===== config.mk =====
export PLATFORM = sky130hd
export DESIGN_NAME = icache_perf
export DESIGN_NICKNAME = d
export VERILOG_FILES = /design/src/rtl/icache_settings.svh /design/src/rtl/icache_perf.sv
export SDC_FILE = /design/constraint.sdc
export NUM_CORES = 1
export LEC_CHECK = 0
export BUFFER_PORTS_ARGS = -buffer_cell sky130_fd_sc_hd__buf_2
export CORE_MARGIN = 4
export CORE_UTILIZATION = 50
export CTS_BUF_LIST = sky130_fd_sc_hd__clkbuf_8 sky130_fd_sc_hd__clkbuf_16
export CTS_CLUSTER_SIZE = 30
export DETAILED_ROUTE_END_ITERATION = 16
export PLACE_DENSITY = 0.81
export SYNTH_ARGS = -nofsm -noshare
export SYNTH_HDL_FRONTEND = slang
export SYNTH_SLANG_ARGS = --single-unit
export TNS_END_PERCENT = 1

===== constraint.sdc =====
create_clock -name clk -period 1.7 [get_ports clk]
set_input_delay 0.17 -clock clk [delete_from_list [all_inputs] [get_ports clk]]
set_output_delay 0.17 -clock clk [all_outputs]
set_load 0.02 [all_outputs]

===== src/rtl/icache_settings.svh =====
`ifndef ICACHE_SETTINGS_SVH
`define ICACHE_SETTINGS_SVH

// cache geometry
`define ICACHE_OFFSET_W 4
`define ICACHE_INDEX_W 2
`define ICACHE_TAG_W (32 - `ICACHE_OFFSET_W - `ICACHE_INDEX_W)

// words per line
`define ICACHE_WORDS (1 << (`ICACHE_OFFSET_W - 2))

// word address bits of the backing ram where upper bits alias
`define MEM_ADDR_W 10

// cycles from address handshake to first beat
`define MEM_LATENCY 3

`endif


===== src/rtl/icache_perf.sv =====
`timescale 1ns/10ps
`default_nettype none

module icache_perf (
  input  logic        clk,
  input  logic        rstn,
  input  logic        hit_evt,
  input  logic        miss_evt,
  output logic [31:0] hit_count,
  output logic [31:0] miss_count
);

  logic [31:0] hit_q;
  logic [31:0] miss_q;

  // saturating counters stick at all ones
  always_ff @(posedge clk) begin
    if (!rstn) begin
      hit_q  <= '0;
      miss_q <= '0;
    end else begin
      if (hit_evt && hit_q != '1) hit_q <= hit_q + 32'd1;
      if (miss_evt && miss_q != '1) miss_q <= miss_q + 32'd1;
    end
  end

  assign hit_count  = hit_q;
  assign miss_count = miss_q;

  one_event_a: assert property (@(posedge clk) disable iff (!rstn)
    !(hit_evt && miss_evt))
    else $error("hit and miss reported for the same access");

endmodule

`default_nettype wire


==> results of run 1 <==
## logic make-up (layout without fill, tap and decap cells)
family	after synthesis	in the layout
buffers and inverters	21	185
AO/OA/AOI/OAI	82	82
XOR/XNOR	14	14
multiplexers	15	15
adder cells (fa/ha/maj)	2	2
flip-flops	64	64
AND/OR/NAND/NOR	195	195
## layout by cell type, fill, tap and decap left out, types with 3 or more instances in the layout
cell type  count
buf_12         3
or3_1         18
or4_4          3
o21ai_0       17
and2_1         3
xnor2_1       12
a21oi_1       26
nand4_1       21
buf_6          4
nor4_1         3
inv_1          8
nand2_1       41
dfxtp_4       14
nor3_1         4
mux2i_1       15
nand3_1       16
clkbuf_8      10
dfxtp_1       10
or4_1          5
nor2_1        23
dfxtp_2       40
and4_1         5
buf_2         67
nand4_4        4
and3_1         4
o31ai_1        6
nand3_2        5
nand2b_1      13
or3_4          3
and4_4         6
a211oi_1       3
a211oi_2       5
o21ai_1        7
nand2_2        3
nor4_4         3
buf_4         89
a21oi_2        6
## state kept, by name, indices dropped and copies added (netlist names)
signal and count:
hit_count 32, miss_count 32
## how the worst max path moves through the flow
stage | from | endpoint | slack [ns] | depth (start not counted)
global placement | hit_count[10]$_SDFFE_PN0P_ | hit_count[17]$_SDFFE_PN0P_ | -0.06 | 6
detailed placement | hit_count[10]$_SDFFE_PN0P_ | hit_count[17]$_SDFFE_PN0P_ | -0.11 | 6
CTS | hit_count[10]$_SDFFE_PN0P_ | hit_count[17]$_SDFFE_PN0P_ | -0.09 | 6
global route | miss_count[20]$_SDFFE_PN0P_ | miss_count[0]$_SDFFE_PN0P_ | -0.20 | 6
floorplan | hit_count[0]$_SDFFE_PN0P_ | hit_count[30]$_SDFFE_PN0P_ | -0.04 | 6
finish | hit_count[8]$_SDFFE_PN0P_ | hit_count[11]$_SDFFE_PN0P_ | -0.15 | 7
## synthesized netlist by cell type (2+ instances only)
master / instances
xnor2_1: 12
nor2_1: 23
o31ai_1: 6
a41o_1: 2
and4_1: 9
o21ai_0: 24
buf_2: 5
a31oi_1: 2
and3_1: 7
nand4_2: 3
ha_1: 2
clkbuf_1: 8
or3_1: 20
or3_2: 2
dfxtp_1: 64
a21oi_1: 33
nand3_1: 21
nor4_1: 3
mux2i_1: 15
nor3_1: 4
nand2b_1: 13
or4_1: 7
a211oi_1: 8
nand4_1: 21
xor2_1: 2
and2_1: 3
nor4_4: 3
and4_2: 2
inv_1: 5
nand2_1: 44
## metrics by stage
step / cells / setup TNS (ns)
after global routing: 634 / -5.50
after CTS: 632 / -1.12
final: 634 / -2.11
after global placement: 614 / -0.303
after floorplan: 393 / -0.455
after detailed placement: 614 / -2.05
## worst reg2reg max path: stages, from the launching register on
cell	delay, ns
dfxtp_4	0.36
nand4_1	0.23
nor4b_4	0.09
buf_6	0.14
buf_4	0.14
and2_1	0.16
or4_4	0.49
a21oi_2	0.18
## timing repair
| action | CTS | global route |
|---|---|---|
| gates resized for setup | 19 | 37 |
| setup endpoints to repair | 48 | 59 |
| pin swaps | 13 | 22 |
| buffers inserted | 2 | 2 |
## final cells by class
type | count | share of cell area, %
multi-input cells | 308 | 43.6
clock inverters | 5 | 0.926
repair buffers | 163 | 22.2
well taps | 77 | 1.93
inverters | 6 | 0.451
flip-flops and latches | 64 | 27.7
clock buffers | 11 | 3.25
## per-layer routing
layer / global-route usage [%] / wire (µm) / up-vias / share of wire [%]
li1: - / - / 1795 / -
met2: 45.1 / 5620 / 230 / 50
met5: 0 / 0 / - / 0
met1: 31.7 / 4370 / 1858 / 39
met3: 4.51 / 917 / 51 / 8.1
met4: 13.3 / 396 / 0 / 3.5
## where the power goes
group	internal (mW)	switching (mW)
logic	0.0520	0.0854
clock network	0.789	0.575
registers	1.49	0.0125
total	2.33	0.673
==> results.md, run 1 <==
* Total Power at 3.00 mW
* Worst vdd ir at 0.430 mV
* CP cell instances: nand4_1, nor4b_4, buf_6, buf_4, and2_1, or4_4, a21oi_2
* Post-route cell area at 0.00500 mm²
* Crit path buf inv count at 2
* Required @ worst endpoint at 1.96 ns
* Worst Hold Launch: miss_evt
* Util after Layout at 77.4%
* Worst hold slack at 0.220 ns
* Die area at 0.00811 mm²
* Hold_buf cts at 0
* P_leak at 2.18 nW
* Area leader, netlist: dfxtp_1
* Main combinational cell family by area after synthesis: simple AND/OR/NAND/NOR gates
* N_diodes at 0
* Setup slack after layout at -0.151 ns
* Final Hold Fails at 0
* First-pass GRT wire length at 17800 µm
* TritonRoute pass-1 iters at 6
* Core area at 0.00646 mm²
* Layout Skew at 0.00827 ns
* Final nets at 558
* Vias at 3934
* Fillers at 397
* Netlist cell types at 50
* Largest stage delay, worst path at 0.49 ns
* Adder-cell share of the synthesized area at 0.744%
* CP delay by family, top: simple AND/OR/NAND/NOR gates
* FP Rows at 29
* Synth Cell Area at 0.00336 mm²
* Asr flop ratio synth at 0%
* Die height at 90.0 µm
* Gr ovfl total at 0
* Power per cell area at 601 mW/mm²
* Post-route ant nets at 0
* Initial core utilization at 52.1%
* Vias in the first global route at 3757
* Clk Latency, worst-skew pair at 0.34 ns
* Sequential fraction of the synthesis area at 38.1%
* Max-cap violations at 0
* Clk sink count at 64
* DR vias/cell at 6.21
* Number of synthesized register bits at 64
* Part of the cycle the worst path needs at 109%
* Hold Crit Endpoint: miss_count[16]$_SDFFE_PN0P_
* Fraction of layout cells with a size suffix above 1 at 51.2%
* Initial DRC Count at 337
* Port buffer count at 67
* Post-DP HPWL at 7530 µm
* Post-Route WL at 11300 µm
* Clock Path Buffers at 2
* RSZ-0062 raised after global routing: yes
* Synth Flop Type: dfxtp_1
* Hold WC Path Type: primary input to flip-flop
* Area occupied by multi-input gates at 0.00218 mm²
* I/O pins at 68
* Root Buffer: clkbuf_8
* Failing checks: setup timing
* Register Area at 0.00138 mm²
* Drt drc at 0
* Placement Cell Area at 0.00457 mm²
* Largest net degree at the start of global routing at 38
* Post-Synth Simple-Gate Area at 35.3%
* Worst reg2reg startpoint: hit_count[8]$_SDFFE_PN0P_
* Worst setup EP type: flip-flop
* Crit start category: flip-flop
* CTS Buf Count at 9
* Die W at 90.0 µm
* Max Fanout on Critical Path at 6
* GP Congestion at 0.894
* Flop-to-flop setup slack at -0.15 ns
* Worst-case reg-to-reg path depth at 7
* Pre-CTS setup slack at -0.111 ns
* # H-tree levels at 3
* Top cells by area, synth: dfxtp_1 (38%), a21oi_1 (4.9%), nand2_1 (4.9%)
* Final setup viols at 34
* Yosys warns at 0
* Crit Path Category: flip-flop to flip-flop
* Fin. max-slew vios at 0
* Initial antenna violation count at 0
* WHS Path Cells at 3
* Synth Instances at 393
* Reg-to-Reg End: hit_count[11]$_SDFFE_PN0P_
* Clock-pin transition on the worst setup and hold timing paths at 0.07 ns
* Synth Area in XOR/XNOR at 3.64%
* Compound-Gate Fraction of Synth Area at 15.0%
* Total global-route track usage at 26.3%
* Syn Area/Cell at 8.56 µm²
* Wire per inst at 17.8 µm
* Worst path slowest cell: or4_4
* Fin crit period at 1.85 ns
* Fmax at 540 MHz
* Multiplexer share of the synthesized area at 4.46%
* Arr. time, crit path at 2.11 ns
* Relative slew slack at 72.5%
* Top-area cell type share of the netlist area at 38.1%
* Status: finished with violations
* Slew at the pin with the worst max-slew slack at 0.409 ns
* Layout area overhead at 48.5%
* Synthesized netlist net count at 399
* Post-synth EDFFs at 0
* CTS tree: yes
Power figures use the tool's default switching activity.
==> inputs of run 2 (changes only) <==
--- a/config.mk
+++ b/config.mk
@@ -9,9 +9,9 @@
 export CORE_MARGIN = 4
 export CORE_UTILIZATION = 50
 export CTS_BUF_LIST = sky130_fd_sc_hd__clkbuf_8 sky130_fd_sc_hd__clkbuf_16
-export CTS_CLUSTER_SIZE = 30
 export DETAILED_ROUTE_END_ITERATION = 16
 export PLACE_DENSITY = 0.81
+export SKIP_LAST_GASP = 1
 export SYNTH_ARGS = -nofsm -noshare
 export SYNTH_HDL_FRONTEND = slang
 export SYNTH_SLANG_ARGS = --single-unit
==> results.md, run 2 (same netlist as run 1, synthesis figures left out) <==
* Max Fanout on Critical Path at 11
* Root Buffer: clkbuf_8
* Power per cell area at 611 mW/mm²
* Switching Fraction at 22.7%
* Post-DP HPWL at 7530 µm
* Util after Layout at 76.4%
* RSZ-0062 raised after global routing: yes
* Slew at the pin with the worst max-slew slack at 0.407 ns
* Crit start category: flip-flop
* Psw at 0.683 mW
* CP cell instances: nand4_4, nor4_4, buf_4, a21oi_4, buf_12, nand4_1, mux2i_1
* CP delay by family, top: simple AND/OR/NAND/NOR gates
* Relative slew slack at 72.2%
* Status: finished with violations
* Largest stage delay, worst path at 0.46 ns
* Fillers at 421
* Core area at 0.00646 mm²
* Flop-to-flop setup slack at -0.18 ns
* CTS tree: yes
* Worst setup EP type: flip-flop
* Arr. time, crit path at 2.14 ns
* Vias in the first global route at 3734
* Combinational power share at 4.5%
* Setup slack after layout at -0.177 ns
* Largest net degree at the start of global routing at 38
* Die W at 90.0 µm
* WL met3 at 921 µm
* Clk pwr share at 45.7%
* GP Congestion at 0.894
* CTS Buf Count at 9
* DR vias/cell at 6.16
* Initial antenna violation count at 0
* Final Hold Fails at 0
* Worst path slowest cell: nor4_4
* Reg power frac at 49.9%
* Fin crit period at 1.88 ns
* N_diodes at 0
* P_leak at 2.18 nW
* Vias at 3924
* Max layer used: met4
* Required @ worst endpoint at 1.96 ns
* Commonest non-fill, non-tap cells in the layout: buf_4 (93), buf_2 (67), nand2_1 (42)
* Part of the cycle the worst path needs at 110%
* Hold WC Path Type: primary input to flip-flop
* Die area at 0.00811 mm²
* FP Rows at 29
* First-pass GRT wire length at 17500 µm
* Failing checks: setup timing
* Fmax at 533 MHz
* Fin. max-slew vios at 0
* Clock-pin transition on the worst setup and hold timing paths at 0.07 ns
* Post-route setup TNS at -3.39 ns
* Initial core utilization at 52.1%
* Clk sink count at 64
* Placed cell count at 614
* Crit Path Category: flip-flop to flip-flop
* Fraction of layout cells with a size suffix above 1 at 48.2%
* Layout Cells excl Fill at 637
* Max-cap violations at 0
* Post-route ant nets at 0
* Crit path buf inv count at 2
* Layout area overhead at 46.6%
* Port buffer count at 67
* I/O pins at 68
* Clock Path Buffers at 2
* Final setup viols at 46
* Drt drc at 0
* TritonRoute pass-1 iters at 5
* Gr ovfl total at 0
* Wire per inst at 17.8 µm
* Met2 Wirelength at 5570 µm
* Die height at 90.0 µm
* Pre-CTS setup slack at -0.111 ns
* Initial DRC Count at 405
* Pint at 2.33 mW
* WL met1 at 4370 µm
* Hold_buf cts at 0
* Worst vdd ir at 0.544 mV
* Layout Skew at 0.00872 ns
* # H-tree levels at 3
* Commonest non-fill, non-tap cell in the layout: buf_4
* Total global-route track usage at 25.8%
* Final nets at 561
* Post-Route WL at 11300 µm
* Total Power at 3.01 mW
* Clk Latency, worst-skew pair at 0.35 ns
[run 2: cell types whose count changed in the layout (fill, tap and decap cells not counted), moves of 3 or more]
cell,delta
o21ai_1,-6
a21oi_1,+5
a21oi_2,-5
o21ai_0,+5
buf_4,+4
nand3_1,+4
nand3_2,-4
a211oi_1,+3
a211oi_2,-3
and3_1,+3
and4_2,+3
and4_4,-3
[run 2: final timing paths]
path | endpoint | start | cells after the start
max | hit_count[23]$_SDFFE_PN0P_ | hit_count[15]$_SDFFE_PN0P_ | 7
min | hit_count[1]$_SDFFE_PN0P_ | hit_evt | 4
max reg2reg | hit_count[23]$_SDFFE_PN0P_ | hit_count[15]$_SDFFE_PN0P_ | 7
min reg2reg | miss_count[15]$_SDFFE_PN0P_ | miss_count[15]$_SDFFE_PN0P_ | 2
[run 2: worst register-to-register path, cell delays in order (launching register included)]
cell and delay [ns]:
dfxtp_1 0.39, nand4_4 0.20, nor4_4 0.46, buf_4 0.19
a21oi_4 0.05, buf_12 0.14, nand4_1 0.12, mux2i_1 0.25
[run 2: layout make-up]
type                            count  area (µm²)  share of cell area, %
Multi-Input combinational cell    308        2100                   42.5
Sequential cell                    64        1380                   28.0
Timing Repair Buffer              166        1130                   22.9
Clock buffer                       11         163                   3.30
Tap cell                           77        96.3                   1.95
Clock inverter                      5        46.3                  0.939
Inverter                            6        22.5                  0.457
[run 2: through the flow]
stage / hold WS [ns] / cell area [µm²]
2_1_floorplan: 0.357 / 3490
3_3_place_gp: 0.471 / 4570
3_5_place_dp: 0.495 / 4570
4_1_cts: 0.228 / 4820
5_1_grt: 0.256 / 4930
6_report: 0.235 / 4930
[run 2: power groups by stage]
stage	Combinational, mW	Clock, mW	Sequential [mW]
finish	0.134	1.38	1.50
global route	0.144	1.46	1.50
CTS	0.127	1.38	1.50
detailed placement	0.126	0	1.54
global placement	0.122	0	1.54
floorplan	0.0558	0	1.55
[run 2: per-layer routing]
metal / global-route usage, % / up-vias
met2: 43.2 / 221
met1: 31.9 / 1837
met3: 4.51 / 62
li1: - / 1804
met5: 0 / -
met4: 12.5 / 0
[run 2: timing repair]
action / CTS / global route
cloned: 0 / 0
gates resized for setup: 6 / 19
setup buffers: 2 / 5
pin swaps: 4 / 14
setup endpoints to repair: 48 / 62
