**config.mk**
```make
export PLATFORM = sky130hd
export DESIGN_NAME = icache
export DESIGN_NICKNAME = d
export VERILOG_FILES = /design/src/rtl/icache_pkg.sv /design/src/rtl/icache.sv
export VERILOG_INCLUDE_DIRS = /design/src /design/src/rtl
export SDC_FILE = /design/constraint.sdc
export NUM_CORES = 1
export LEC_CHECK = 0
export BUFFER_PORTS_ARGS = -buffer_cell sky130_fd_sc_hd__buf_2
export CAP_MARGIN = 20
export CORE_UTILIZATION = 25
export CTS_CLUSTER_SIZE = 16
export DETAILED_ROUTE_END_ITERATION = 12
export GPL_TIMING_DRIVEN = 0
export PLACE_DENSITY = 0.47
export SYNTH_ARGS = -nofsm -noshare
export SYNTH_HDL_FRONTEND = slang
export SYNTH_SLANG_ARGS = --single-unit
```
**constraint.sdc**
```tcl
create_clock -name clk -period 4.6 [get_ports clk]
set_clock_uncertainty 0.1 [all_clocks]
set_input_delay 0.92 -clock clk [delete_from_list [all_inputs] [get_ports clk]]
set_output_delay 0.92 -clock clk [all_outputs]
set_load 0.005 [all_outputs]
```
**src/rtl/icache_settings.svh**
```systemverilog
`ifndef ICACHE_SETTINGS_SVH
`define ICACHE_SETTINGS_SVH

// cache geometry
`define ICACHE_OFFSET_W 4
`define ICACHE_INDEX_W 2
`define ICACHE_TAG_W (32 - `ICACHE_OFFSET_W - `ICACHE_INDEX_W)

// words per line
`define ICACHE_WORDS (1 << (`ICACHE_OFFSET_W - 2))

// word address bits of the backing ram where upper bits alias
`define MEM_ADDR_W 10

// cycles from address handshake to first beat
`define MEM_LATENCY 3

`endif

```
**src/rtl/icache_pkg.sv**
```systemverilog
`default_nettype none

package icache_pkg;

  typedef struct packed {
    logic [31:0] addr;
  } fetch_req_t;

  typedef struct packed {
    logic [31:0] data;
  } fetch_resp_t;

  typedef enum logic [0:0] {
    BURST_INCR,
    BURST_WRAP
  } burst_e;

  typedef struct packed {
    logic [31:0] addr;
    logic [7:0]  len;   // beats minus one
    burst_e      burst;
  } mem_ar_t;

  typedef struct packed {
    logic [31:0] data;
    logic        last;
  } mem_r_t;

  typedef struct packed {
    logic [31:0] addr;  // byte address
    logic [31:0] data;
  } mem_wr_t;

  typedef enum logic [1:0] {
    CS_IDLE,
    CS_HIT_RESP,
    CS_REFILL
  } cache_state_e;

  typedef enum logic [1:0] {
    MS_IDLE,
    MS_WAIT,
    MS_BEAT
  } mem_state_e;

endpackage

`default_nettype wire

```
**src/rtl/icache.sv**
```systemverilog
`timescale 1ns/10ps
`default_nettype none
`include "icache_settings.svh"

module icache (
  input  logic                     clk,
  input  logic                     rstn,
  input  logic                     fetch_req_valid,
  input  icache_pkg::fetch_req_t   fetch_req,
  output logic                     fetch_req_ready,
  output logic                     fetch_resp_valid,
  output icache_pkg::fetch_resp_t  fetch_resp,
  input  logic                     fetch_resp_ready,
  input  logic                     flush,
  output logic                     mem_ar_valid,
  output icache_pkg::mem_ar_t      mem_ar,
  input  logic                     mem_ar_ready,
  input  logic                     mem_r_valid,
  input  icache_pkg::mem_r_t       mem_r,
  output logic                     mem_r_ready,
  output logic                     hit_evt,
  output logic                     miss_evt
);

  localparam int OFFSET_W = `ICACHE_OFFSET_W;
  localparam int INDEX_W  = `ICACHE_INDEX_W;
  localparam int TAG_W    = `ICACHE_TAG_W;
  localparam int WORDS    = `ICACHE_WORDS;
  localparam int WOFF_W   = OFFSET_W - 2;
  localparam int LINES    = 1 << INDEX_W;

  logic [LINES-1:0] valid_q;
  logic [TAG_W-1:0] tag_mem [LINES];
  logic [31:0]      data_mem [LINES][WORDS];

  icache_pkg::cache_state_e state_q;
  icache_pkg::fetch_resp_t  resp_q;

  logic [TAG_W-1:0]   req_tag_q;
  logic [INDEX_W-1:0] req_index_q;
  logic [WOFF_W-1:0]  req_word_q;
  logic [WOFF_W-1:0]  fill_off_q;
  logic               owed_q;        // response not yet taken by fetch port
  logic               flush_pend_q;
  logic               ar_valid_q;
  logic               resp_valid_q;
  logic               hit_evt_q;
  logic               miss_evt_q;

  logic [TAG_W-1:0]   in_tag;
  logic [INDEX_W-1:0] in_index;
  logic [WOFF_W-1:0]  in_word;
  logic               in_hit;
  logic               accept;
  logic               ar_fire;
  logic               beat_fire;
  logic               first_beat;
  logic               fill_last;
  logic               resp_fire;
  logic               owed_after;

  assign in_tag   = fetch_req.addr[31 -: TAG_W];
  assign in_index = fetch_req.addr[OFFSET_W +: INDEX_W];
  assign in_word  = fetch_req.addr[2 +: WOFF_W];
  assign in_hit   = valid_q[in_index] && (tag_mem[in_index] == in_tag);

  assign fetch_req_ready = (state_q == icache_pkg::CS_IDLE);
  assign accept          = fetch_req_valid && fetch_req_ready;
  assign ar_fire         = ar_valid_q && mem_ar_ready;
  assign beat_fire       = mem_r_valid && mem_r_ready;
  assign first_beat      = beat_fire && owed_q && !resp_valid_q; // critical word
  assign fill_last       = beat_fire && mem_r.last;
  assign resp_fire       = resp_valid_q && fetch_resp_ready;
  assign owed_after      = owed_q && !resp_fire;

  always_ff @(posedge clk) begin
    if (!rstn) begin
      state_q      <= icache_pkg::CS_IDLE;
      ar_valid_q   <= 1'b0;
      resp_valid_q <= 1'b0;
      owed_q       <= 1'b0;
      flush_pend_q <= 1'b0;
      hit_evt_q    <= 1'b0;
      miss_evt_q   <= 1'b0;
      fill_off_q   <= '0;
    end else begin
      hit_evt_q  <= accept && in_hit;
      miss_evt_q <= accept && !in_hit;
      if (ar_fire) ar_valid_q <= 1'b0;
      if (resp_fire) begin
        resp_valid_q <= 1'b0;
        owed_q       <= 1'b0;
      end
      if (beat_fire) fill_off_q <= fill_off_q + 1'b1; // wraps within line
      if (first_beat) resp_valid_q <= 1'b1;
      case (state_q)
        icache_pkg::CS_IDLE: begin
          if (accept && in_hit) begin
            resp_valid_q <= 1'b1;
            state_q      <= icache_pkg::CS_HIT_RESP;
          end else if (accept) begin
            ar_valid_q <= 1'b1;
            owed_q     <= 1'b1;
            fill_off_q <= in_word; // burst starts at requested word
            state_q    <= icache_pkg::CS_REFILL;
          end
        end
        icache_pkg::CS_HIT_RESP: begin
          if (resp_fire) state_q <= icache_pkg::CS_IDLE;
        end
        icache_pkg::CS_REFILL: begin
          if (flush) flush_pend_q <= 1'b1;
          if (fill_last) begin
            flush_pend_q <= 1'b0;
            state_q      <= owed_after ? icache_pkg::CS_HIT_RESP : icache_pkg::CS_IDLE;
          end
        end
        default: state_q <= icache_pkg::CS_IDLE;
      endcase
    end
  end

  // flush during refill lands at fill end
  always_ff @(posedge clk) begin
    if (!rstn) begin
      valid_q <= '0;
    end else if (flush && state_q != icache_pkg::CS_REFILL) begin
      valid_q <= '0;
    end else if (fill_last) begin
      if (flush || flush_pend_q) valid_q <= '0;
      else valid_q[req_index_q] <= 1'b1;
    end
  end

  always_ff @(posedge clk) begin
    if (accept) begin
      req_tag_q   <= in_tag;
      req_index_q <= in_index;
      req_word_q  <= in_word;
      if (in_hit) resp_q.data <= data_mem[in_index][in_word];
    end
    if (beat_fire) data_mem[req_index_q][fill_off_q] <= mem_r.data;
    if (first_beat) resp_q.data <= mem_r.data;
    if (fill_last) tag_mem[req_index_q] <= req_tag_q;
  end

  always_comb begin
    mem_ar.addr  = {req_tag_q, req_index_q, req_word_q, 2'b00};
    mem_ar.len   = 8'(WORDS - 1);
    mem_ar.burst = icache_pkg::BURST_WRAP;
  end

  assign mem_ar_valid     = ar_valid_q;
  assign mem_r_ready      = 1'b1; // line store always takes a beat
  assign fetch_resp_valid = resp_valid_q;
  assign fetch_resp       = resp_q;
  assign hit_evt          = hit_evt_q;
  assign miss_evt         = miss_evt_q;

  ar_stable_a: assert property (@(posedge clk) disable iff (!rstn)
    mem_ar_valid && !mem_ar_ready |=> mem_ar_valid && $stable(mem_ar))
    else $error("mem_ar dropped or changed before handshake");

  resp_stable_a: assert property (@(posedge clk) disable iff (!rstn)
    fetch_resp_valid && !fetch_resp_ready |=> fetch_resp_valid && $stable(fetch_resp))
    else $error("fetch_resp dropped or changed before handshake");

  no_idle_beat_a: assert property (@(posedge clk) disable iff (!rstn)
    mem_r_valid |-> state_q != icache_pkg::CS_IDLE)
    else $error("read beat arrived with no refill in progress");

endmodule

`default_nettype wire

```
==> impl_results.html, run 1 <==
<table>
<tr><th>Metric</th><th>Value</th></tr>
<tr><th colspan="2">STA</th></tr>
<tr><td>Slew Viols, Final</td><td>0</td></tr>
<tr><td>Setup repair after global routing missed its margin</td><td>false</td></tr>
<tr><td>Ratio of final minimum period to clock period</td><td>81.88%</td></tr>
<tr><td>Fin crit period</td><td>3.767 ns</td></tr>
<tr><td>Final setup viols</td><td>0</td></tr>
<tr><td>Highest clock frequency the design can meet</td><td>0.2655 GHz</td></tr>
<tr><td>Slew HR</td><td>28.74%</td></tr>
<tr><td>Total negative slack for setup checks</td><td>0 ns</td></tr>
<tr><td>Worst slew pin tran</td><td>1.069 ns</td></tr>
<tr><td>Final number of hold-violating endpoints</td><td>0</td></tr>
<tr><th colspan="2">Power</th></tr>
<tr><td>Fraction of power spent switching nets</td><td>22.52%</td></tr>
<tr><td>Clock network fraction of total power</td><td>41.2%</td></tr>
<tr><td>Internal Dissipation</td><td>10.53 mW</td></tr>
<tr><td>Peak ir drop on the vdd network</td><td>0.0002760 V</td></tr>
<tr><td>Power density over the cells</td><td>425.5 mW/mm²</td></tr>
<tr><td>Share of power burned in combinational logic</td><td>6.1%</td></tr>
<tr><td>Leakage dissipation</td><td>10.18 nW</td></tr>
<tr><td>Fraction of power consumed by sequential logic</td><td>52.6%</td></tr>
<tr><td>Net switching power of the design</td><td>3.061 mW</td></tr>
<tr><th colspan="2">Critical path</th></tr>
<tr><td>Highest fanout seen on the critical path</td><td>10</td></tr>
<tr><td>Setup slack, reg-to-reg</td><td>0.88 ns</td></tr>
<tr><td>Crit path DAT</td><td>4.02 ns</td></tr>
<tr><td>Crit end category</td><td>flip-flop</td></tr>
<tr><td>Worst r2r dst</td><td>fetch_resp[16]$_DFFE_PP_</td></tr>
<tr><td>Worst reg-to-reg path cell count</td><td>9</td></tr>
<tr><td>Path type of the worst setup path</td><td>primary input to flip-flop</td></tr>
<tr><td>Data required time at the worst endpoint</td><td>4.85 ns</td></tr>
<tr><td>Worst R2R Start</td><td>state_q[1]$_SDFFE_PN0P_</td></tr>
<tr><td>Nature of the critical path startpoint</td><td>primary input</td></tr>
<tr><th colspan="2">Placed design</th></tr>
<tr><td>Final estimated routing congestion in global placement</td><td>0.7098</td></tr>
<tr><td># port buffers</td><td>135</td></tr>
<tr><td>Cell area reported after detailed placement</td><td>0.02966 mm²</td></tr>
<tr><td>Detailed placement HPWL</td><td>42710 µm</td></tr>
<tr><td>Number of placed instances with taps included</td><td>2701</td></tr>
<tr><th colspan="2">Synthesis</th></tr>
<tr><td>Leading post-synthesis cells by cell area</td><td>edfxtp_1 77%, mux4_2 14%, mux2_2 1.4%</td></tr>
<tr><td>Area share of fa/ha/maj cells after synthesis</td><td>0.1888%</td></tr>
<tr><td>Most used flip-flop cell after synthesis</td><td>edfxtp_1</td></tr>
<tr><td>Post-synthesis sequential element count</td><td>692</td></tr>
<tr><td>Number of warnings issued by yosys</td><td>0</td></tr>
<tr><td>Synth Area in Simple Gates</td><td>1.190%</td></tr>
<tr><td>Dominant combinational cell family by area after synthesis</td><td>multiplexers</td></tr>
<tr><td>Mux share of post-synthesis cell area</td><td>17.28%</td></tr>
<tr><td>Mean instance size in the synthesized netlist</td><td>23.43 µm²</td></tr>
<tr><td>Async set or reset register ratio after synthesis</td><td>0%</td></tr>
<tr><td>Share of the synthesized netlist area taken by xor and xnor gates</td><td>0.8923%</td></tr>
<tr><td>Synthesized area</td><td>0.02650 mm²</td></tr>
<tr><td>Count of distinct cell types in the synthesized netlist</td><td>46</td></tr>
<tr><td>Cell count after synthesis</td><td>1131</td></tr>
<tr><td>Portion of synthesized cell area occupied by the leading cell type</td><td>76.82%</td></tr>
<tr><td>Top cell type by total area after synthesis</td><td>edfxtp_1</td></tr>
<tr><td>Number of synthesized flops with an enable pin</td><td>678</td></tr>
<tr><td>Portion of the post-synthesis area used by sequential elements</td><td>77.88%</td></tr>
<tr><td>Share of the synthesized area in compound gates (AO/OA/AOI/OAI)</td><td>1.043%</td></tr>
<tr><th colspan="2">Final layout</th></tr>
<tr><td>Storage cell area</td><td>0.02064 mm²</td></tr>
<tr><td>Area of combinational cells with multiple inputs</td><td>0.005648 mm²</td></tr>
<tr><td>Fraction of final layout cells sized beyond drive strength 1</td><td>36.75%</td></tr>
<tr><td>Filler-free cell count of the finished design</td><td>2836</td></tr>
<tr><td>ANT cells</td><td>0</td></tr>
<tr><td>Fillers</td><td>10230</td></tr>
<tr><td>Most used cells in the layout excluding fill and tap cells</td><td>678 x edfxtp_1, 164 x mux4_2, 149 x buf_2, 75 x clkbuf_16, 36 x clkbuf_1</td></tr>
<tr><td>Commonest non-fill, non-tap cell in the layout</td><td>edfxtp_1</td></tr>
<tr><td>Area growth from synthesis to layout</td><td>20.54%</td></tr>
<tr><td>NumNets Final</td><td>1463</td></tr>
<tr><td>Post-Layout Inst Area</td><td>0.03195 mm²</td></tr>
<tr><th colspan="2">Floorplanning</th></tr>
<tr><td>Total number of placement rows</td><td>119</td></tr>
<tr><td>I/O pin total</td><td>151</td></tr>
<tr><td>Die outline area</td><td>0.1073 mm²</td></tr>
<tr><td>DIE HEIGHT</td><td>327.6 µm</td></tr>
<tr><td>Initial standard-cell utilization of the core</td><td>25.21%</td></tr>
<tr><td>Core box area</td><td>0.1051 mm²</td></tr>
<tr><td>Overall die width</td><td>327.6 µm</td></tr>
<tr><th colspan="2">Global routing</th></tr>
<tr><td>Vias in the first global route</td><td>13080</td></tr>
<tr><td>Congestion Overflow GR</td><td>0</td></tr>
<tr><td>Total Routing Usage GR</td><td>12.50%</td></tr>
<tr><td>Antenna violations before repair</td><td>19</td></tr>
<tr><td>First-pass GRT wire length</td><td>95520 µm</td></tr>
<tr><td>Pin count of the biggest net entering global routing</td><td>32</td></tr>
<tr><th colspan="2">Routing</th></tr>
<tr><td>Number of vias after detailed routing</td><td>12410</td></tr>
<tr><td>Count of antenna-violating nets left after detailed routing</td><td>0</td></tr>
<tr><td>Overall routed net length</td><td>66940 µm</td></tr>
<tr><td>Drt wl/cell</td><td>23.60 µm</td></tr>
<tr><td>Residual DRC</td><td>2</td></tr>
<tr><td>Via-per-instance ratio</td><td>4.376</td></tr>
<tr><td>Drt pass-1 iters</td><td>9</td></tr>
<tr><td>Starting DRT DRC Count</td><td>1063</td></tr>
<tr><th colspan="2">Clocking</th></tr>
<tr><td>Count of hold buffers inserted by post-cts repair</td><td>0</td></tr>
<tr><td>CTS clk-pin slew, worst paths</td><td>0.06 ns</td></tr>
<tr><td>CTS tree</td><td>done</td></tr>
<tr><td>Post-CTS Repair Setup Buffers</td><td>0</td></tr>
<tr><td>PostCTS Resize Cnt</td><td>0</td></tr>
<tr><td>Clock latency of the later-clocked register in the worst-skew pair</td><td>0.64 ns</td></tr>
<tr><td>Maximum root-to-sink buffer count</td><td>3</td></tr>
<tr><td>Depth of the CTS H-tree</td><td>3</td></tr>
<tr><td>Number of buffers created by CTS</td><td>74</td></tr>
<tr><td>Total clock sinks</td><td>692</td></tr>
<tr><td>Root Driver</td><td>clkbuf_16</td></tr>
<tr><th colspan="2">Worst hold path</th></tr>
<tr><td>Capture endpoint of the worst hold path</td><td>mem_ar_valid$_SDFF_PN0_</td></tr>
<tr><td>Number of cells on the worst hold path</td><td>2</td></tr>
<tr><td>Worst hold-check path type</td><td>primary input to flip-flop</td></tr>
<tr><td>Hold path startpoint</td><td>mem_ar_ready</td></tr>
<tr><th colspan="2">Run</th></tr>
<tr><td>Max_cap viols</td><td>0</td></tr>
<tr><th colspan="2">Status</th></tr>
<tr><td>Status</td><td>complete, but fails checks</td></tr>
<tr><td>Violated checks</td><td>design-rule violations</td></tr>
</table>
==> power groups by stage <==
| stage | logic [mW] | clock network, mW | registers, mW |
|---|---|---|---|
| 2_1_floorplan | 0.448 | 0 | 7.28 |
| 3_3_place_gp | 0.800 | 0 | 7.29 |
| 3_5_place_dp | 0.857 | 0 | 7.29 |
| 4_1_cts | 0.860 | 5.76 | 7.15 |
| 5_1_grt | 0.905 | 5.99 | 7.16 |
| 6_report | 0.835 | 5.61 | 7.15 |
==> how the worst max path moves through the flow <==
stage                                  startpoint                    endpoint  cells after the start
after floorplan                       mem_r_valid  data_mem[0][100]$_DFFE_PP_                      3
after global placement                mem_r_valid   data_mem[0][18]$_DFFE_PP_                      3
after detailed placement             fetch_req[4]    fetch_resp[13]$_DFFE_PP_                     10
after CTS                 state_q[1]$_SDFFE_PN0P_    fetch_resp[16]$_DFFE_PP_                      9
after global routing      state_q[1]$_SDFFE_PN0P_    fetch_resp[16]$_DFFE_PP_                      9
final                                fetch_req[5]     fetch_resp[4]$_DFFE_PP_                      8
==> layer usage <==
| layer | track usage, % | vias up | share of wire [%] |
|---|---|---|---|
| met5 | 0 | - | 0.16 |
| met3 | 3.665 | 111 | 6.9 |
| li1 | - | 5288 | - |
| met2 | 19.60 | 373 | 47 |
| met1 | 17.12 | 6618 | 45 |
| met4 | 2.702 | 20 | 1.7 |
==> state kept, by name, indices dropped and copies added, names as in the netlist <==
register	flops
data_mem	512
tag_mem	104
fetch_resp	32
req_tag_q	26
valid_q	4
fill_off_q	2
req_index_q	2
req_word_q	2
state_q	2
fetch_resp_valid	1
flush_pend_q	1
hit_evt	1
mem_ar_valid	1
miss_evt	1
owed_q	1
==> final cells by class <==
| type | instances | area share, % |
|---|---|---|
| Sequential cell | 692 | 64.61 |
| Clock buffer | 88 | 6.028 |
| Multi-Input combinational cell | 378 | 17.68 |
| Inverter | 10 | 0.1175 |
| Clock inverter | 46 | 1.054 |
| Timing Repair Buffer | 170 | 3.940 |
| Buffer | 61 | 1.128 |
| Tap cell | 1391 | 5.448 |
==> through the flow <==
step / power (mW) / hold WS (ns) / utilization (%) / setup WS [ns]
6_report: 13.59 / 0.3643 / 30.39 / 0.8335
5_1_grt: 14.05 / 0.3305 / 30.39 / 0.5540
4_1_cts: 13.78 / 0.3195 / 30.37 / 0.6965
3_5_place_dp: 8.144 / 0.3675 / 28.21 / 0.1052
3_3_place_gp: 8.093 / 0.3544 / 27.55 / -3.389
2_1_floorplan: 7.724 / 0.3365 / - / 0.4547
==> cell families after synthesis <==
group	count (synthesis)
other	2
flip-flops	692
AND/OR/NAND/NOR	68
multiplexers	229
AO/OA/AOI/OAI	38
adder cells (fa/ha/maj)	4
XOR/XNOR	27
buffers and inverters	71
==> synth_stat cells (3+ instances only) <==
master    instances
edfxtp_1        678
mux4_2          164
mux2_2           32
nor2_1           30
clkbuf_1         23
mux2i_1          21
buf_4            16
nand2_1          16
xnor2_1          15
buf_2            14
dfxtp_1          14
mux4_1           12
xor2_1           12
inv_1            10
nand2b_1          7
a21oi_1           6
o21ai_0           6
buf_6             5
nor3_1            5
a221oi_1          4
ha_1              4
o211ai_1          4
o22ai_1           4
a31oi_1           3
==> critical path, cell delays in order <==
cell      delay, ns
buf_2          0.11
buf_2          0.18
buf_2          0.37
buf_2          0.37
clkbuf_1       0.82
mux4_2         0.41
mux4_2         0.48
mux2_2         0.33
(Power assumes the default switching activity.)
==> run 2: changes to the inputs <==
Settings changed: ABC_AREA set to 1.
Clock period 4.6 ns to 3.7 ns, I/O delays scaled along.
==> run 2 against run 1 <==
The flow now finishes without violations. Critical endpoint is now fetch_resp[13]$_DFFE_PP_. Critical path type unchanged. Final area increased by 3.5%. Worst hold slack lost 0.19 ns. Clock-buffer cell count unchanged. Routed wire length up 35%. First-iteration DRC count increased by 79%. Largest power group unchanged.
==> impl_results.html, run 2 <==
<table>
<tr><th>Metric</th><th>Value</th></tr>
<tr><th colspan="2">Status</th></tr>
<tr><td>Status</td><td>completed</td></tr>
<tr><th colspan="2">Routing</th></tr>
<tr><td>Drt wl/cell</td><td>23.79 µm (+0.78%)</td></tr>
<tr><td>Via-per-instance ratio</td><td>4.815 (+10%)</td></tr>
<tr><td>Drt pass-1 iters</td><td>7 (-2)</td></tr>
<tr><td>Residual DRC</td><td>0 (-2)</td></tr>
<tr><td>Count of antenna-violating nets left after detailed routing</td><td>0 (unchanged)</td></tr>
<tr><td>Overall routed net length</td><td>90130 µm (+35%)</td></tr>
<tr><td>Number of vias after detailed routing</td><td>18240 (+47%)</td></tr>
<tr><td>Starting DRT DRC Count</td><td>1898 (+79%)</td></tr>
<tr><th colspan="2">Synthesis</th></tr>
<tr><td>Number of synthesized flops with an enable pin</td><td>678 (unchanged)</td></tr>
<tr><td>Leading post-synthesis cells by instance count</td><td>678 x edfxtp_1, 377 x nor2_1, 266 x o21ai_0</td></tr>
<tr><td>Number of warnings issued by yosys</td><td>0 (unchanged)</td></tr>
<tr><td>Most used flip-flop cell after synthesis</td><td>edfxtp_1</td></tr>
<tr><td>Leading post-synthesis cells by cell area</td><td>edfxtp_1 75%, nor2_1 5.2%, o21ai_0 4.9%</td></tr>
<tr><td>Synthesized area</td><td>0.02731 mm² (+3.0%)</td></tr>
<tr><td>Async set or reset register ratio after synthesis</td><td>0% (unchanged)</td></tr>
<tr><td>Count of distinct cell types in the synthesized netlist</td><td>37 (-20%)</td></tr>
<tr><td>Post-synthesis sequential element count</td><td>692 (unchanged)</td></tr>
<tr><td>Portion of synthesized cell area occupied by the leading cell type</td><td>74.56% (-2.3 points)</td></tr>
<tr><td>Cell count after synthesis</td><td>2077 (+84%)</td></tr>
<tr><td>Most common cell in the netlist</td><td>edfxtp_1</td></tr>
<tr><td>Top cell type by total area after synthesis</td><td>edfxtp_1</td></tr>
<tr><td>Mean instance size in the synthesized netlist</td><td>13.15 µm² (-44%)</td></tr>
<tr><td>Portion of the post-synthesis area used by sequential elements</td><td>75.59% (-2.3 points)</td></tr>
<tr><th colspan="2">Critical path</th></tr>
<tr><td>Nature of the critical path startpoint</td><td>primary input</td></tr>
<tr><td>Crit end category</td><td>flip-flop</td></tr>
<tr><td>Sum of buffers and inverters on the critical path</td><td>6 (+1)</td></tr>
<tr><td>Ordered list of cells on the worst path</td><td>buf_2 &gt; inv_1 &gt; buf_4 &gt; buf_4 &gt; buf_4 &gt; clkbuf_1 &gt; o21ai_0 &gt; o221ai_1 &gt; nand3_1 &gt; a31oi_1</td></tr>
<tr><td>Crit path DAT</td><td>3.49 ns (-0.53 ns)</td></tr>
<tr><td>Data required time at the worst endpoint</td><td>3.95 ns (-0.90 ns)</td></tr>
<tr><td>Max stage delay cell, worst path</td><td>a31oi_1</td></tr>
<tr><td>Path type of the worst setup path</td><td>primary input to flip-flop</td></tr>
<tr><td>Cell family with most CP delay</td><td>buffers and inverters</td></tr>
<tr><td>Max incr delay on CP</td><td>0.60 ns (-0.22 ns)</td></tr>
<tr><td>Highest fanout seen on the critical path</td><td>11 (+1)</td></tr>
<tr><td>CP most frequent cell</td><td>buf_4</td></tr>
<tr><th colspan="2">STA</th></tr>
<tr><td>Slew HR</td><td>17.86% (-11 points)</td></tr>
<tr><td>Total negative slack for setup checks</td><td>0 ns (unchanged)</td></tr>
<tr><td>Worst setup margin</td><td>0.4570 ns (-0.3764 ns)</td></tr>
<tr><td>Worst slew pin tran</td><td>1.232 ns (+0.1632 ns)</td></tr>
<tr><td>Final setup viols</td><td>0 (unchanged)</td></tr>
<tr><td>Slew Viols, Final</td><td>0 (unchanged)</td></tr>
<tr><td>Fin crit period</td><td>3.243 ns</td></tr>
<tr><td>Setup repair after global routing missed its margin</td><td>false</td></tr>
<tr><td>Final number of hold-violating endpoints</td><td>0 (unchanged)</td></tr>
<tr><td>Highest clock frequency the design can meet</td><td>0.3084 GHz</td></tr>
<tr><td>Ratio of final minimum period to clock period</td><td>87.65%</td></tr>
<tr><th colspan="2">Worst hold path</th></tr>
<tr><td>Worst hold-check path type</td><td>primary input to flip-flop</td></tr>
<tr><th colspan="2">Final layout</th></tr>
<tr><td>Number of flip-flops under the largest register name</td><td>512 (unchanged)</td></tr>
<tr><td>NumNets Final</td><td>2403 (+64%)</td></tr>
<tr><td>Commonest non-fill, non-tap cell in the layout</td><td>edfxtp_1</td></tr>
<tr><td>Most used cells in the layout excluding fill and tap cells</td><td>678 x edfxtp_1, 357 x nor2_1, 266 x o21ai_0, 212 x nand2_1, 170 x buf_2</td></tr>
<tr><td>Area growth from synthesis to layout</td><td>21.05%</td></tr>
<tr><td>End-of-flow core utilization</td><td>30.70% (+0.31 points)</td></tr>
<tr><td>Fillers</td><td>10620 (+3.9%)</td></tr>
<tr><td>Filler-free cell count of the finished design</td><td>3789 (+34%)</td></tr>
<tr><td>Fraction of final layout cells sized beyond drive strength 1</td><td>15.56% (-21 points)</td></tr>
<tr><td>Largest Register</td><td>data_mem</td></tr>
<tr><th colspan="2">Placed design</th></tr>
<tr><td># port buffers</td><td>135 (unchanged)</td></tr>
<tr><td>Worst setup slack after placement</td><td>-0.2985 ns (-0.4037 ns)</td></tr>
<tr><td>Number of placed instances with taps included</td><td>3650 (+35%)</td></tr>
<tr><td>Detailed placement HPWL</td><td>60850 µm (+42%)</td></tr>
<tr><td>Final estimated routing congestion in global placement</td><td>0.8184 (+15%)</td></tr>
<tr><th colspan="2">Clocking</th></tr>
<tr><td>Post-CTS Repair Setup Buffers</td><td>0 (unchanged)</td></tr>
<tr><td>Maximum root-to-sink buffer count</td><td>3 (unchanged)</td></tr>
<tr><td>Clock latency of the later-clocked register in the worst-skew pair</td><td>0.64 ns (about the same)</td></tr>
<tr><td>CTS tree</td><td>done</td></tr>
<tr><td>Number of buffers created by CTS</td><td>77 (+4.1%)</td></tr>
<tr><td>Root Driver</td><td>clkbuf_16</td></tr>
<tr><td>CTS clk-pin slew, worst paths</td><td>0.06 ns (about the same)</td></tr>
<tr><td>Total clock sinks</td><td>692 (unchanged)</td></tr>
<tr><td>Count of hold buffers inserted by post-cts repair</td><td>0 (unchanged)</td></tr>
<tr><td>Depth of the CTS H-tree</td><td>3 (unchanged)</td></tr>
<tr><td>PostCTS Resize Cnt</td><td>0 (unchanged)</td></tr>
<tr><th colspan="2">Floorplanning</th></tr>
<tr><td>I/O pin total</td><td>151 (unchanged)</td></tr>
<tr><td>Die outline area</td><td>0.1106 mm² (+3.0%)</td></tr>
<tr><td>Core box area</td><td>0.1077 mm² (+2.4%)</td></tr>
<tr><td>DIE HEIGHT</td><td>332.5 µm (+1.5%)</td></tr>
<tr><td>Total number of placement rows</td><td>120 (+0.84%)</td></tr>
<tr><td>Overall die width</td><td>332.5 µm (+1.5%)</td></tr>
<tr><td>Initial standard-cell utilization of the core</td><td>25.36% (+0.15 points)</td></tr>
<tr><th colspan="2">Power</th></tr>
<tr><td>Fraction of power spent switching nets</td><td>23.42% (+0.90 points)</td></tr>
<tr><td>Leakage dissipation</td><td>11.03 nW (+8.4%)</td></tr>
<tr><td>Clock network fraction of total power</td><td>43.6% (+2.4 points)</td></tr>
<tr><td>Net switching power of the design</td><td>4.235 mW (+38%)</td></tr>
<tr><td>Final Power</td><td>18.08 mW (+33%)</td></tr>
<tr><td>Internal Dissipation</td><td>13.85 mW (+31%)</td></tr>
<tr><td>Fraction of power consumed by sequential logic</td><td>49.2% (-3.4 points)</td></tr>
<tr><td>Share of power burned in combinational logic</td><td>7.2% (+1.1 points)</td></tr>
<tr><td>Peak ir drop on the vdd network</td><td>0.0003683 V (+33%)</td></tr>
<tr><td>Power density over the cells</td><td>547.0 mW/mm² (+29%)</td></tr>
<tr><th colspan="2">Run</th></tr>
<tr><td>Max_cap viols</td><td>0 (unchanged)</td></tr>
<tr><th colspan="2">Global routing</th></tr>
<tr><td>Vias in the first global route</td><td>18110 (+38%)</td></tr>
<tr><td>First-pass GRT wire length</td><td>128400 µm (+34%)</td></tr>
<tr><td>Total Routing Usage GR</td><td>15.97% (+3.5 points)</td></tr>
<tr><td>Antenna violations before repair</td><td>7 (-12)</td></tr>
<tr><td>Pin count of the biggest net entering global routing</td><td>22 (-31%)</td></tr>
<tr><td>Congestion Overflow GR</td><td>0 (unchanged)</td></tr>
</table>
==> run 2: cell count changes after synthesis, moves of 32 or more <==
cell | previous run | this run
mux4_2 | 164 | 0
nor2_1 | 30 | 377
clkbuf_1 | 23 | 77
o22ai_1 | 4 | 37
nand2_1 | 16 | 213
o21ai_0 | 6 | 266
mux2_2 | 32 | 0
o221ai_1 | 0 | 91
nand3_1 | 2 | 121
==> run 2: stage by stage <==
| step | cell area [µm²] | hold WS (ns) |
|---|---|---|
| 5_1_grt | 33050 | 0.1673 |
| 2_1_floorplan | 27350 | 0.3349 |
| 3_5_place_dp | 30480 | 0.3618 |
| 3_3_place_gp | 29780 | 0.3430 |
| 6_report | 33050 | 0.1792 |
| 4_1_cts | 33040 | 0.1443 |
==> run 2: power groups by stage <==
stage / Combinational (mW) / Clock [mW] / Sequential, mW
floorplan: 0.607 / 0 / 9.04
global placement: 1.22 / 0 / 9.07
detailed placement: 1.30 / 0 / 9.06
CTS: 1.30 / 8.01 / 8.89
global route: 1.41 / 8.28 / 8.90
finish: 1.30 / 7.89 / 8.89
==> run 2: path summary, 6_finish.rpt <==
path / from / endpoint / slack, ns / cells past startpoint
worst max-delay path: fetch_req[5] / fetch_resp[13]$_DFFE_PP_ / 0.46 / 10
worst min-delay path: mem_ar_ready / mem_ar_valid$_SDFF_PN0_ / 0.18 / 2
worst max register to register: fetch_resp_valid$_SDFF_PN0_ / fetch_resp[13]$_DFFE_PP_ / 0.93 / 6
worst min register to register: mem_ar_valid$_SDFF_PN0_ / mem_ar_valid$_SDFF_PN0_ / 0.37 / 2
==> run 2: kinds of logic after synthesis <==
logic type / Yosys count / synth area share [%]
and+or+nand+nor: 737 / 10.95
other: 2 / 0.02750
buffers and inverters: 184 / 3.175
AOI/OAI and AO/OA: 455 / 9.980
xor gates and xnor gates: 3 / 0.09624
adders and majority gates: 4 / 0.1833
DFF: 692 / 75.59
==> run 2: per-layer routing <==
metal | up-vias | global-route usage (%) | share of wire, %
met1 | 9165 | 20.78 | 42
met5 | - | 0 | 0.038
met2 | 746 | 27.04 | 49
met4 | 8 | 4.502 | 2.3
met3 | 136 | 2.898 | 6.5
li1 | 8189 | - | -
==> run 2: final cells by class <==
type / count / area (µm²) / share of cell area (%)
multi-input combinational: 1211 / 6001 / 18.15
buffer: 142 / 709.4 / 2.146
clock buffer: 88 / 1968 / 5.954
inverter: 42 / 157.7 / 0.4770
clock inverter: 49 / 585.6 / 1.772
antenna: 1 / 2.502 / 0.007571
timing repair buffer: 161 / 1234 / 3.732
sequential: 692 / 20640 / 62.44
tap: 1403 / 1755 / 5.311
